File: config.mk
export PLATFORM = sky130hd
export DESIGN_NAME = tmu_top
export DESIGN_NICKNAME = d
export VERILOG_FILES = /design/src/source/tmu_pix_pkg.sv /design/src/source/tmu_regs_pkg.sv /design/src/source/tmu_top.sv /design/src/source/tmu_pixout.sv /design/src/source/tmu_burst.sv /design/src/source/tmu_decay.sv /design/src/source/tmu_clip_adr.sv /design/src/source/tmu_ctlif.sv
export SDC_FILE = /design/constraint.sdc
export NUM_CORES = 2
export LEC_CHECK = 0
export ABC_AREA = 1
export BUFFER_PORTS_ARGS = -buffer_cell sky130_fd_sc_hd__buf_2
export CORE_MARGIN = 2
export CORE_UTILIZATION = 45
export CTS_BUF_LIST = sky130_fd_sc_hd__clkbuf_4
export CTS_CLUSTER_SIZE = 20
export DETAILED_ROUTE_END_ITERATION = 8
export PLACE_DENSITY = 0.67
export SLEW_MARGIN = 20
export SYNTH_ARGS = -nofsm -noshare
export SYNTH_HDL_FRONTEND = slang
export SYNTH_SLANG_ARGS = --single-unit
File: constraint.sdc
create_clock -name sys_clk -period 22.2 [get_ports sys_clk]
set_clock_uncertainty 0.15 [all_clocks]
set_input_delay 4.44 -clock sys_clk [delete_from_list [all_inputs] [get_ports sys_clk]]
set_output_delay 4.44 -clock sys_clk [all_outputs]
set_load 0.005 [all_outputs]
File: src/source/tmu_pix_pkg.sv
// ====================
// pixel, address and burst formats,
// stage payloads and stage busy flags.
// ====================

package tmu_pix_pkg;

	// memory byte address width.
	localparam int fml_depth = 26;
	// 16-bit word address.
	localparam int dadr_w = fml_depth - 1;
	// 32-byte burst address.
	localparam int burst_adr_w = fml_depth - 5;
	localparam int pixels_per_burst = 16;
	localparam int beats_per_burst = 4;

	typedef logic signed [11:0] coord_t;
	typedef logic [10:0] res_t;

	typedef struct packed {
		logic [4:0] r;
		logic [5:0] g;
		logic [4:0] b;
	} rgb565_t;

	// textured pixel as it enters the back end.
	typedef struct packed {
		coord_t x;
		coord_t y;
		rgb565_t color;
		logic last;
	} pix_in_t;

	typedef struct packed {
		logic [dadr_w-1:0] dadr;
		rgb565_t color;
		logic last;
	} pix_adr_t;

	// slot 0 sits in the top 16 bits of data and the top bit of sel.
	typedef struct packed {
		logic [burst_adr_w-1:0] burst_addr;
		logic [pixels_per_burst-1:0] sel;
		logic [pixels_per_burst*16-1:0] data;
	} burst_t;

	typedef struct packed {
		logic clip_adr;
		logic decay;
		logic burst;
		logic pixout;
	} tmu_busy_t;

endpackage
File: src/source/tmu_regs_pkg.sv
// ====================
// register map, CSR base select
// and the configuration struct.
// ====================

package tmu_regs_pkg;

	import tmu_pix_pkg::*;

	// compared against csr_a bits 13:10.
	localparam logic [3:0] csr_sel = 4'h0;

	// word indices within the block.
	localparam logic [9:0] reg_ctrl = 10'd0;
	localparam logic [9:0] reg_brightness = 10'd1;
	localparam logic [9:0] reg_chroma_key = 10'd2;
	localparam logic [9:0] reg_dst_fbuf = 10'd3;
	localparam logic [9:0] reg_dst_hres = 10'd4;
	localparam logic [9:0] reg_dst_vres = 10'd5;

	// ctrl register bits.
	localparam int ctrl_start_bit = 0;
	localparam int ctrl_busy_bit = 0;
	localparam int ctrl_key_en_bit = 1;

	typedef struct packed {
		logic [5:0] brightness;
		logic chroma_key_en;
		rgb565_t chroma_key;
		logic [dadr_w-1:0] dst_fbuf;
		res_t dst_hres;
		res_t dst_vres;
	} tmu_cfg_t;

endpackage

File: src/source/tmu_top.sv
// ====================
// TMU pixel back end top level.
// ====================

`timescale 1ns/100ps

module tmu_top
	import tmu_pix_pkg::*;
	import tmu_regs_pkg::*;
(
	input  logic                 sys_clk,
	input  logic                 sys_rst,
	input  logic [13:0]          csr_a_i,
	input  logic                 csr_we_i,
	input  logic [31:0]          csr_di_i,
	output logic [31:0]          csr_do_o,
	input  logic                 pix_stb_i,
	output logic                 pix_ack_o,
	input  pix_in_t              pix_i,
	output logic [fml_depth-1:0] fmlw_adr_o,
	output logic                 fmlw_stb_o,
	input  logic                 fmlw_ack_i,
	output logic [7:0]           fmlw_sel_o,
	output logic [63:0]          fmlw_do_o,
	output logic                 irq_o
);

	wire tmu_busy_t stage_busy;
	tmu_cfg_t cfg;
	logic run;
	logic flush;
	logic last_done;
	logic adr_stb;
	logic adr_ack;
	logic adr_valid;
	pix_adr_t adr_pix;
	logic dec_stb;
	logic dec_ack;
	logic dec_valid;
	pix_adr_t dec_pix;
	logic bst_stb;
	logic bst_ack;
	burst_t bst;

	tmu_ctlif ctlif_i (
		.sys_clk, .sys_rst, .csr_a_i, .csr_we_i, .csr_di_i, .csr_do_o,
		.stage_busy_i(stage_busy), .last_done_i(last_done), .cfg_o(cfg),
		.run_o(run), .flush_o(flush), .irq_o
	);

	tmu_clip_adr clip_adr_i (
		.sys_clk, .sys_rst, .run_i(run),
		.pipe_stb_i(pix_stb_i), .pipe_ack_o(pix_ack_o), .pix_i,
		.dst_fbuf_i(cfg.dst_fbuf), .dst_hres_i(cfg.dst_hres), .dst_vres_i(cfg.dst_vres),
		.pipe_stb_o(adr_stb), .pipe_ack_i(adr_ack), .pix_o(adr_pix), .valid_o(adr_valid),
		.busy_o(stage_busy.clip_adr)
	);

	tmu_decay decay_i (
		.sys_clk, .sys_rst, .brightness_i(cfg.brightness),
		.chroma_key_en_i(cfg.chroma_key_en), .chroma_key_i(cfg.chroma_key),
		.pipe_stb_i(adr_stb), .pipe_ack_o(adr_ack), .valid_i(adr_valid), .pix_i(adr_pix),
		.pipe_stb_o(dec_stb), .pipe_ack_i(dec_ack), .valid_o(dec_valid), .pix_o(dec_pix),
		.last_done_o(last_done), .busy_o(stage_busy.decay)
	);

	tmu_burst burst_i (
		.sys_clk, .sys_rst, .flush_i(flush),
		.pipe_stb_i(dec_stb), .pipe_ack_o(dec_ack), .valid_i(dec_valid), .pix_i(dec_pix),
		.pipe_stb_o(bst_stb), .pipe_ack_i(bst_ack), .burst_o(bst),
		.busy_o(stage_busy.burst)
	);

	tmu_pixout pixout_i (
		.sys_clk, .sys_rst,
		.pipe_stb_i(bst_stb), .pipe_ack_o(bst_ack), .burst_i(bst),
		.fmlw_adr_o, .fmlw_stb_o, .fmlw_ack_i, .fmlw_sel_o, .fmlw_do_o,
		.busy_o(stage_busy.pixout)
	);

endmodule

File: src/source/tmu_pixout.sv
// ====================
// four-beat burst writer.
// ====================

`timescale 1ns/100ps

module tmu_pixout
	import tmu_pix_pkg::*;
(
	input  logic                 sys_clk,
	input  logic                 sys_rst,
	input  logic                 pipe_stb_i,
	output logic                 pipe_ack_o,
	input  burst_t               burst_i,
	output logic [fml_depth-1:0] fmlw_adr_o,
	output logic                 fmlw_stb_o,
	input  logic                 fmlw_ack_i,
	output logic [7:0]           fmlw_sel_o,
	output logic [63:0]          fmlw_do_o,
	output logic                 busy_o
);

	localparam int beat_w = $clog2(beats_per_burst);

	burst_t held;
	logic bursting;
	logic [beat_w-1:0] beat;
	logic grant;
	logic [3:0] beat_sel;

	assign busy_o = fmlw_stb_o | bursting;
	assign pipe_ack_o = ~busy_o;
	assign grant = fmlw_stb_o & fmlw_ack_i;
	assign fmlw_adr_o = {held.burst_addr, 5'd0};
	// beat 0 goes out on the ack cycle itself.
	assign fmlw_do_o = held.data[{~beat, 6'd0} +: 64];
	assign beat_sel = held.sel[{~beat, 2'd0} +: 4];

	always_comb begin
		fmlw_sel_o = '0;
		for (int i = 0; i < 4; i++)
			fmlw_sel_o[2*i +: 2] = {2{beat_sel[i] & (grant | bursting)}};
	end

	always_ff @(posedge sys_clk) begin
		if (sys_rst) begin
			fmlw_stb_o <= 1'b0;
			bursting <= 1'b0;
			beat <= '0;
		end else if (grant) begin
			fmlw_stb_o <= 1'b0;
			bursting <= 1'b1;
			beat <= beat_w'(1);
		end else if (bursting) begin
			beat <= beat + 1'b1;
			if (beat == beat_w'(beats_per_burst - 1))
				bursting <= 1'b0;
		end else if (pipe_stb_i) begin
			fmlw_stb_o <= 1'b1;
		end
	end

	always_ff @(posedge sys_clk) begin
		if (pipe_stb_i && pipe_ack_o)
			held <= burst_i;
	end

endmodule

File: src/source/tmu_burst.sv
// ====================
// burst assembler with select mask.
// ====================

`timescale 1ns/100ps

module tmu_burst
	import tmu_pix_pkg::*;
(
	input  logic     sys_clk,
	input  logic     sys_rst,
	input  logic     flush_i,
	input  logic     pipe_stb_i,
	output logic     pipe_ack_o,
	input  logic     valid_i,
	input  pix_adr_t pix_i,
	output logic     pipe_stb_o,
	input  logic     pipe_ack_i,
	output burst_t   burst_o,
	output logic     busy_o
);

	logic [burst_adr_w-1:0] cur_addr;
	logic [pixels_per_burst-1:0] cur_sel;
	logic [pixels_per_burst*16-1:0] cur_data;
	logic [burst_adr_w-1:0] new_addr;
	logic [3:0] pos;
	logic [pixels_per_burst-1:0] slot_mask;
	logic xfer;
	logic take;
	logic split;
	logic flush_emit;

	assign pipe_ack_o = ~pipe_stb_o | pipe_ack_i;
	assign xfer = pipe_stb_i & pipe_ack_o;
	assign busy_o = pipe_stb_o;
	assign new_addr = pix_i.dadr[dadr_w-1:4];
	// slot 0 sits in the top bits.
	assign pos = ~pix_i.dadr[3:0];

	always_comb begin
		slot_mask = '0;
		slot_mask[pos] = 1'b1;
		take = xfer & valid_i;
		split = take & (|cur_sel) & (new_addr != cur_addr);
		flush_emit = flush_i & ~xfer & (|cur_sel) & pipe_ack_o;
	end

	// markers without a valid pixel are consumed here.
	always_ff @(posedge sys_clk) begin
		if (sys_rst) begin
			pipe_stb_o <= 1'b0;
			cur_sel <= '0;
		end else begin
			if (split || flush_emit)
				pipe_stb_o <= 1'b1;
			else if (pipe_ack_i)
				pipe_stb_o <= 1'b0;
			if (take)
				cur_sel <= (split ? '0 : cur_sel) | slot_mask;
			else if (flush_emit)
				cur_sel <= '0;
		end
	end

	always_ff @(posedge sys_clk) begin
		if (split || flush_emit) begin
			burst_o.burst_addr <= cur_addr;
			burst_o.sel <= cur_sel;
			burst_o.data <= cur_data;
		end
		if (take) begin
			cur_addr <= new_addr;
			cur_data[{pos, 4'd0} +: 16] <= pix_i.color;
		end
	end

endmodule

File: src/source/tmu_decay.sv
// ====================
// brightness scaling and chroma key.
// ====================

`timescale 1ns/100ps

module tmu_decay
	import tmu_pix_pkg::*;
(
	input  logic       sys_clk,
	input  logic       sys_rst,
	input  logic [5:0] brightness_i,
	input  logic       chroma_key_en_i,
	input  rgb565_t    chroma_key_i,
	input  logic       pipe_stb_i,
	output logic       pipe_ack_o,
	input  logic       valid_i,
	input  pix_adr_t   pix_i,
	output logic       pipe_stb_o,
	input  logic       pipe_ack_i,
	output logic       valid_o,
	output pix_adr_t   pix_o,
	output logic       last_done_o,
	output logic       busy_o
);

	logic xfer;
	logic keyed;
	logic keep;
	logic [6:0] gain;
	logic [11:0] r_prod;
	logic [12:0] g_prod;
	logic [11:0] b_prod;
	rgb565_t scaled;

	assign pipe_ack_o = ~pipe_stb_o | pipe_ack_i;
	assign xfer = pipe_stb_i & pipe_ack_o;
	assign busy_o = pipe_stb_o;
	assign last_done_o = pipe_stb_o & pipe_ack_i & pix_o.last;

	// gain of 64 at full brightness, so 63 leaves colours unchanged.
	always_comb begin
		gain = brightness_i + 7'd1;
		r_prod = pix_i.color.r * gain;
		g_prod = pix_i.color.g * gain;
		b_prod = pix_i.color.b * gain;
		scaled.r = r_prod[10:6];
		scaled.g = g_prod[11:6];
		scaled.b = b_prod[10:6];
		keyed = chroma_key_en_i & (pix_i.color == chroma_key_i);
		keep = valid_i & ~keyed;
	end

	always_ff @(posedge sys_clk) begin
		if (sys_rst)
			pipe_stb_o <= 1'b0;
		else if (xfer)
			pipe_stb_o <= keep | pix_i.last;
		else if (pipe_ack_i)
			pipe_stb_o <= 1'b0;
	end

	always_ff @(posedge sys_clk) begin
		if (xfer) begin
			pix_o.dadr <= pix_i.dadr;
			pix_o.color <= scaled;
			pix_o.last <= pix_i.last;
			valid_o <= keep;
		end
	end

endmodule

File: src/source/tmu_clip_adr.sv
// ====================
// off-screen filter and address generator.
// ====================

`timescale 1ns/100ps

module tmu_clip_adr
	import tmu_pix_pkg::*;
(
	input  logic              sys_clk,
	input  logic              sys_rst,
	input  logic              run_i,
	input  logic              pipe_stb_i,
	output logic              pipe_ack_o,
	input  pix_in_t           pix_i,
	input  logic [dadr_w-1:0] dst_fbuf_i,
	input  res_t              dst_hres_i,
	input  res_t              dst_vres_i,
	output logic              pipe_stb_o,
	input  logic              pipe_ack_i,
	output pix_adr_t          pix_o,
	output logic              valid_o,
	output logic              busy_o
);

	logic xfer;
	logic on_screen;
	logic [21:0] row_ofs;
	logic [dadr_w-1:0] dadr;

	assign pipe_ack_o = run_i & (~pipe_stb_o | pipe_ack_i);
	assign xfer = pipe_stb_i & pipe_ack_o;
	assign busy_o = pipe_stb_o;

	// sign bit set means left of or above the frame.
	always_comb begin
		on_screen = ~pix_i.x[11] & ~pix_i.y[11]
			& (pix_i.x[10:0] < dst_hres_i) & (pix_i.y[10:0] < dst_vres_i);
		row_ofs = pix_i.y[10:0] * dst_hres_i;
		dadr = dst_fbuf_i + row_ofs + pix_i.x[10:0];
	end

	// a dropped last pixel still goes out as an empty marker.
	always_ff @(posedge sys_clk) begin
		if (sys_rst)
			pipe_stb_o <= 1'b0;
		else if (xfer)
			pipe_stb_o <= on_screen | pix_i.last;
		else if (pipe_ack_i)
			pipe_stb_o <= 1'b0;
	end

	always_ff @(posedge sys_clk) begin
		if (xfer) begin
			pix_o.dadr <= dadr;
			pix_o.color <= pix_i.color;
			pix_o.last <= pix_i.last;
			valid_o <= on_screen;
		end
	end

endmodule

File: src/source/tmu_ctlif.sv
// ====================
// CSR registers, run FSM and irq.
// ====================

`timescale 1ns/100ps

module tmu_ctlif
	import tmu_pix_pkg::*;
	import tmu_regs_pkg::*;
(
	input  logic        sys_clk,
	input  logic        sys_rst,
	input  logic [13:0] csr_a_i,
	input  logic        csr_we_i,
	input  logic [31:0] csr_di_i,
	output logic [31:0] csr_do_o,
	input  tmu_busy_t   stage_busy_i,
	input  logic        last_done_i,
	output tmu_cfg_t    cfg_o,
	output logic        run_o,
	output logic        flush_o,
	output logic        irq_o
);

	typedef enum logic [1:0] {st_idle, st_process, st_flush, st_wait_flush} state_t;

	state_t state;
	logic csr_hit;
	logic [9:0] csr_word;
	logic start;
	logic any_busy;
	logic last_seen;

	assign csr_hit = csr_a_i[13:10] == csr_sel;
	assign csr_word = csr_a_i[9:0];
	assign start = csr_we_i & csr_hit & (csr_word == reg_ctrl) & csr_di_i[ctrl_start_bit];
	assign any_busy = |stage_busy_i;
	assign run_o = state != st_idle;
	assign flush_o = state == st_flush;

	// register writes and registered read data.
	always_ff @(posedge sys_clk) begin
		if (sys_rst) begin
			cfg_o <= '0;
			csr_do_o <= '0;
		end else begin
			if (csr_we_i && csr_hit) begin
				case (csr_word)
					reg_ctrl:       cfg_o.chroma_key_en <= csr_di_i[ctrl_key_en_bit];
					reg_brightness: cfg_o.brightness <= csr_di_i[5:0];
					reg_chroma_key: cfg_o.chroma_key <= csr_di_i[15:0];
					reg_dst_fbuf:   cfg_o.dst_fbuf <= csr_di_i[dadr_w-1:0];
					reg_dst_hres:   cfg_o.dst_hres <= csr_di_i[10:0];
					reg_dst_vres:   cfg_o.dst_vres <= csr_di_i[10:0];
					default: ;
				endcase
			end
			csr_do_o <= '0;
			if (csr_hit) begin
				case (csr_word)
					reg_ctrl: begin
						csr_do_o[ctrl_busy_bit] <= run_o;
						csr_do_o[ctrl_key_en_bit] <= cfg_o.chroma_key_en;
					end
					reg_brightness: csr_do_o[5:0] <= cfg_o.brightness;
					reg_chroma_key: csr_do_o[15:0] <= cfg_o.chroma_key;
					reg_dst_fbuf:   csr_do_o[dadr_w-1:0] <= cfg_o.dst_fbuf;
					reg_dst_hres:   csr_do_o[10:0] <= cfg_o.dst_hres;
					reg_dst_vres:   csr_do_o[10:0] <= cfg_o.dst_vres;
					default: ;
				endcase
			end
		end
	end

	// process until the last pixel is past decay and the pipe drains.
	always_ff @(posedge sys_clk) begin
		if (sys_rst) begin
			state <= st_idle;
			last_seen <= 1'b0;
			irq_o <= 1'b0;
		end else begin
			irq_o <= 1'b0;
			case (state)
				st_idle: begin
					last_seen <= 1'b0;
					if (start)
						state <= st_process;
				end
				st_process: begin
					if (last_done_i)
						last_seen <= 1'b1;
					if (last_seen && !any_busy)
						state <= st_flush;
				end
				st_flush: state <= st_wait_flush;
				st_wait_flush: begin
					if (!any_busy) begin
						state <= st_idle;
						irq_o <= 1'b1;
					end
				end
				default: state <= st_idle;
			endcase
		end
	end

endmodule

Word level (Yosys, flattened, before mapping)
Cells that the tools add are included.
Word-level totals
  register bits after elaboration: 1078
  output and inout bits: 133
  word-level logic and storage cells: 179
Cells by class
  $add $sub $neg: 5
  multipliers: 4
  order comparisons: 4
  eq/ne operators: 16
  shift-type cells: 4
  muxes and demuxes: 28
  bitwise operators: 46
  reductions and logical operators: 30
Operators by type and width (number)
  bitwise mux 256 bit: 1
  variable shift 16 x 10 -> 256 bit (first input constant): 1
  indexed part select 16 x 10 -> 256 bit: 1
  indexed part select 256 x 9 -> 64 bit: 1
  two-way mux 16 bit: 3
  adder 25 x 11 -> 25 bit: 1
  adder 25 x 22 -> 25 bit: 1
  AND 1 bit: 24
  < comparator 11 bit: 2
  multiplier 11 x 11 -> 22 bit: 1
  multiplier 5 x 7 -> 11 bit: 2
  != test 21 bit: 1
  equality test 10 x 2 -> 1 bit (second input constant): 2
  equality test 10 x 3 -> 1 bit (second input constant): 2
  case mux 4 bit (5 select lines): 1
  case mux 5 bit (4 select lines): 1
  equality test 16 bit: 1
  OR 16 bit: 1
  AND reduction 2 bit: 8
  OR reduction 16 bit: 1
  indexed part select 16 x 5 -> 4 bit: 1
  two-way mux 1 bit: 14
  multiplier 6 x 7 -> 12 bit: 1
  NOT 1 bit: 12
  30 further kinds: 53

Logic depth before layout (Yosys ltp)
  depth in word-level cells: 10
  gate-level depth with buffers: 23
  mapped depth without buffers: 22

Hierarchy
From an unflattened synthesis, not the netlist that was laid out.
Unflattened totals
  cells, all modules: 4215
  area total of the unflattened synthesis: 48363.9 µm²
Modules (own cells, without submodules)
  tmu_burst: times used 1, cells each 1327, area each 20579.7 µm²
  tmu_pixout: times used 1, cells each 823, area each 11339.6 µm²
  tmu_clip_adr: times used 1, cells each 919, area each 7428.4 µm²
  tmu_decay: times used 1, cells each 580, area each 4794.6 µm²
  tmu_ctlif: times used 1, cells each 566, area each 4221.5 µm²

Least setup slack after synthesis
No wires, ideal clock.
  path type: register -> register
  from: reg pixout_i.bursting
  to: reg pixout_i.held (netlist bit pixout_i.fmlw_adr_o[10]), enable pin
  library setup time: 0.954 ns
  arrival time: 12.627 ns
  slack: 8.469 ns
  stages on the path, launching flop included: 4
  cell sequence: dfxtp_1 > inv_2 > nand2_1 > nor2_1
On the way
  cells in the longest elaborated chain, start to end: 3
Ends and longest elaborated chain
  start: declaration: RTL line tmu_pixout.sv:26  | logic bursting;
  start signal: assignment: RTL line tmu_pixout.sv:48  | bursting <= 1'b0;
  start signal: assignment: RTL line tmu_pixout.sv:52  | bursting <= 1'b1;
  start signal: assignment: RTL line tmu_pixout.sv:57  | bursting <= 1'b0;
  OR 1 bit: RTL line tmu_pixout.sv:31  | assign busy_o = fmlw_stb_o | bursting;
  NOT 1 bit: RTL line tmu_pixout.sv:32  | assign pipe_ack_o = ~busy_o;
  logical AND 1 bit: RTL line tmu_pixout.sv:64  | if (pipe_stb_i && pipe_ack_o)
  end signal: assignment: RTL line tmu_pixout.sv:65  | held <= burst_i;
  end: declaration: RTL line tmu_pixout.sv:25  | burst_t held;
Every way passes these cells.
A chain may end at the register's enable or synchronous reset.

Worst setup path in the final report
  from: in fmlw_ack_i
  to: out fmlw_sel_o[3]
On the way
  cells in the longest elaborated chain, start to end: 3
Ends and longest elaborated chain
  start: declaration: RTL line tmu_top.sv:22  | input logic fmlw_ack_i,
  AND 1 bit: RTL line tmu_pixout.sv:33  | assign grant = fmlw_stb_o & fmlw_ack_i;
  OR 1 bit: RTL line tmu_pixout.sv:42  | fmlw_sel_o[2*i +: 2] = {2{beat_sel[i] & (grant | bursting)}};
  AND 1 bit: RTL line tmu_pixout.sv:42
  end: declaration: RTL line tmu_top.sv:23  | output logic [7:0] fmlw_sel_o,
Every way passes these cells.

==> impl_metrics.py <==
metrics = {
    "clocking": {
        "cts_hold_buffers": 0,
        "cts_resized": 0,
        "clk_path_buf_depth": 4,
        "cts_tree": "built",
        "clk-insertion-delay-late_ns": 1.18,
        "cts_buffers": 286,
        "cts_setup_buffers": 0,
        "clock_sinks": 1071,
        "cts_root_buf": "sky130_fd_sc_hd__clkbuf_4",
        "h-tree-depth": 5,
        "cts.clk_slew.worst_paths_ns": 0.07,
    },
    "synthesis": {
        "synth.distinct_cells": 50,
        "synth-edff-count": 949,
        "syn_area_per_cell_um2": 12.1,
        "async_set_or_reset_register_ratio_after_synthesis": 0,
        "yosys_warnings": 0,
        "netlist_instances": 3888,
        "synth_area_um2": 47000,
        "ys_dominant_reg_cell": "sky130_fd_sc_hd__edfxtp_1",
        "synth_sequential_area_ratio": 0.659,
        "synth.ff_latch_count": 1071,
    },
    "floorplan": {
        "effective_utilization_at_floorplan": 0.454,
        "floorplan.die.height_um": 327,
        "io_pins": 225,
        "die_w_um": 327,
        "row_count": 118,
        "area_of_the_die_um2": 107000,
        "design.core.area_um2": 103000,
    },
    "timing": {
        "timing_worst_slew_pin_value_ns": 1.15,
        "final_max_slew_viol_count": 0,
        "grt_setup_unrepaired": "false",
        "setup_viol_count_final": 0,
        "final_min_period_over_clock_period": 0.465,
        "finalHoldViolations": 0,
        "period_needed_ns": 10.33,
        "fin_setup_tns_ns": 0,
        "max_freq_ghz": 0.0968,
        "slew-limit-headroom": 0.229,
    },
    "min_path": {
        "worstHoldPathType": "register to register",
        "hold_path_end": "pixout_i.held[135]",
        "hp-start": "burst_i.burst_o[135]",
        "worstHoldPathCells": 0,
    },
    "global_routing": {
        "grt-ovfl-total": 0,
        "grt_pass1_vias": 28655,
        "antenna_found_initial": 10,
        "grt_usage": 0.190,
        "pin_count_of_the_biggest_net_entering_global_routing": 101,
        "grt_first_pass_wirelength_um": 156000,
    },
    "final_layout": {
        "layout.cells.non_filler": 5821,
        "sequential_cell_area_in_the_final_layout_um2": 30900,
        "multi_input_comb_area_um2": 13100,
        "layout-drive-gt1-share": 0.158,
        "layout-area-overhead-vs-synth_pct": 12.0,
        "finish.net_count": 4658,
        "n_fill_cell": 8902,
    },
    "critical_path": {
        "timing.reg2reg.setup_slack_ns": 16.67,
        "critical_path_class": "primary input to output port",
        "reg2reg_to": "clip_adr_i.pix_o[34]",
        "critical_path.max_stage_delay_ns": 0.51,
        "number_of_cells_traversed_by_the_worst_register_to_register_path": 17,
        "start_kind": "primary input",
        "rr_startpoint": "ctlif_i.cfg_o[16]",
        "critPathMaxFanout": 4,
        "worst_path_most_repeated_cell": "sky130_fd_sc_hd__buf_2",
        "cp_slowest_cell": "sky130_fd_sc_hd__a21oi_1",
        "worstSetupEndpointType": "output port",
        "cp_cell_sequence": "buf_2, nand2_1, inv_1, nor2_1, a21oi_1, buf_2",
        "cp.arrival_ns": 5.74,
        "timing.critical_path.required_ns": 17.61,
    },
    "detailed_routing": {
        "drtPass1Iterations": 5,
        "route.final.wire_length_um": 101000,
        "final_antenna_net_count": 0,
        "vias": 28989,
        "wl_per_cell_um": 17.4,
        "drc": 0,
        "initialDrtViolationCount": 2048,
        "routed_via_density": 4.98,
    },
    "pwr": {
        "pwr_density_cell_nw_per_um2": 72.3,
        "seq_power_share": 0.568,
        "vdd_drop_max_mv": 0.0381,
        "combPwrFrac": 0.010,
        "net-switching-power_mw": 0.771,
        "static-leakage-power_nw": 21.2,
        "internal_power_mw": 3.03,
        "power.share.switching": 0.203,
        "clock_power_share": 0.423,
    },
    "placed_design": {
        "post-place-cells": 5352,
        "dpl.hpwl_um": 66000,
        "gpl.final_weighted_congestion": 0.879,
        "numPortBuffers": 205,
    },
    "outcome": {
        "outcome": "finished, final reports clean",
    },
    "job": {
        "number_of_maximum_capacitance_violations": 0,
    },
}
-- how the worst max path moves through the flow --
stage                       from                 endpoint  slack [ns]  depth (start not counted)
6_report              fmlw_ack_i            fmlw_sel_o[3]       11.87                          6
5_1_grt               fmlw_ack_i            fmlw_sel_o[1]       11.77                          6
4_1_cts               fmlw_ack_i            fmlw_sel_o[3]       11.88                          6
3_5_place_dp          fmlw_ack_i            fmlw_sel_o[3]       11.88                          6
3_3_place_gp          fmlw_ack_i            fmlw_sel_o[7]       11.91                          6
2_1_floorplan  pixout_i.bursting  pixout_i.fmlw_adr_o[10]        8.47                          3
-- Yosys cell counts, drive strengths merged, types with 4 or more instances --
master  instances  share of area
edfxtp        949           0.61
nor2          595          0.048
inv           556          0.045
nand2         514          0.041
o21ai         231          0.025
fa            158          0.067
ha            148          0.039
a21oi         146          0.016
dfxtp         122          0.052
clkbuf         98         0.0079
o22ai          87          0.012
nand3          76         0.0085
buf            75          0.010
nor3           38         0.0047
xor2           28         0.0052
xnor2          20         0.0037
nand4          16         0.0021
a21o            4        0.00064
o21bai          4        0.00064
-- cell type report --
type,count,area share
Antenna cell,7,0.000333
Clock buffer,396,0.0565
Clock inverter,66,0.00685
Inverter,556,0.0398
Multi-Input combinational cell,2099,0.250
Sequential cell,1071,0.588
Tap cell,1380,0.0328
Timing Repair Buffer,246,0.0254
-- power by group through the flow --
stage	clock, mW	sequential [mW]	combinational (mW)
after floorplan	0	2.20	0.0208
after global placement	0	2.20	0.0355
after detailed placement	0	2.20	0.0361
after CTS	1.66	2.16	0.0362
after global routing	1.76	2.16	0.0406
final	1.61	2.16	0.0362
-- kinds of logic after synthesis --
| group | Yosys count | synth area share |
|---|---|---|
| xor+xnor | 48 | 0.00895 |
| fa+ha+maj | 306 | 0.107 |
| simple gates | 1244 | 0.106 |
| buf+inv | 729 | 0.0629 |
| compound gates | 489 | 0.0562 |
| other cells | 1 | 0.0000799 |
| flops | 1071 | 0.659 |
-- per-layer routing --
| metal | part of all wire | track usage | wire, um | vias to the layer above |
|---|---|---|---|---|
| li1 | - | - | - | 13851 |
| met1 | 0.41 | 0.238 | 41200 | 13800 |
| met2 | 0.48 | 0.315 | 48800 | 1092 |
| met3 | 0.075 | 0.0447 | 7600 | 242 |
| met4 | 0.034 | 0.0845 | 3440 | 4 |
| met5 | 0.00027 | 0 | 27 | - |
-- registers in the layout, indices dropped and copies added (netlist names) --
register             cells
pixout_i.held          272
burst_i.busy_o           1
ctlif_i.irq_o            1
ctlif_i.state            2
pixout_i.fmlw_adr_o     21
burst_i.cur_sel         16
ctlif_i.cfg_o           70
clip_adr_i.pix_o        42
pixout_i.beat            2
burst_i.cur_data       256
ctlif_i.csr_do_o        25
decay_i.valid_o          1
ctlif_i.last_seen        1
burst_i.burst_o        293
pixout_i.fmlw_stb_o      1
decay_i.busy_o           1
pixout_i.bursting        1
decay_i.pix_o           42
clip_adr_i.busy_o        1
burst_i.cur_addr        21
clip_adr_i.valid_o       1
-- critical path: cells and delay by family --
family          cells  cell delay (ns)
compound gates      1             0.51
simple gates        2             0.33
buf+inv             3             0.45
-- per-stage QoR --
stage / hold WS [ns] / setup WS [ns] / total power [mW] / cell area, um^2 / utilization
finish: 0.192 / 11.87 / 3.81 / 52600 / 0.508
global route: 0.196 / 11.77 / 3.96 / 52600 / 0.508
CTS: 0.191 / 11.88 / 3.85 / 52600 / 0.508
detailed placement: 0.255 / 11.88 / 2.24 / 49200 / 0.476
global placement: 0.250 / 11.91 / 2.24 / 49200 / 0.476
floorplan: 0.250 / 8.47 / 2.22 / 47000 / -
-- placed cells by master, fill, tap and decap left out, types with 4 or more instances in the layout --
cell / synthesis / routed
sky130_fd_sc_hd__clkbuf_4: 0 / 396
sky130_fd_sc_hd__nor3_1: 33 / 31
sky130_fd_sc_hd__o22ai_1: 87 / 87
sky130_fd_sc_hd__diode_2: 0 / 7
sky130_fd_sc_hd__a21o_1: 4 / 4
sky130_fd_sc_hd__inv_2: 6 / 12
sky130_fd_sc_hd__nand4_1: 16 / 16
sky130_fd_sc_hd__xnor2_1: 20 / 20
sky130_fd_sc_hd__buf_2: 24 / 205
sky130_fd_sc_hd__nor2_4: 4 / 6
sky130_fd_sc_hd__fa_1: 158 / 158
sky130_fd_sc_hd__ha_1: 148 / 148
sky130_fd_sc_hd__nor3_2: 4 / 6
sky130_fd_sc_hd__clkinv_1: 0 / 51
sky130_fd_sc_hd__nand3_1: 74 / 73
sky130_fd_sc_hd__nor2_1: 589 / 586
sky130_fd_sc_hd__edfxtp_1: 949 / 949
sky130_fd_sc_hd__a21oi_1: 145 / 145
sky130_fd_sc_hd__buf_4: 40 / 41
sky130_fd_sc_hd__o21bai_1: 4 / 4
sky130_fd_sc_hd__nand2_1: 510 / 509
sky130_fd_sc_hd__o21ai_0: 228 / 228
sky130_fd_sc_hd__inv_1: 549 / 545
sky130_fd_sc_hd__bufinv_16: 0 / 4
sky130_fd_sc_hd__xor2_1: 28 / 28
sky130_fd_sc_hd__conb_1: 1 / 12
sky130_fd_sc_hd__clkinv_2: 0 / 8
sky130_fd_sc_hd__dfxtp_1: 122 / 120
Power figures use the tool's default switching activity.
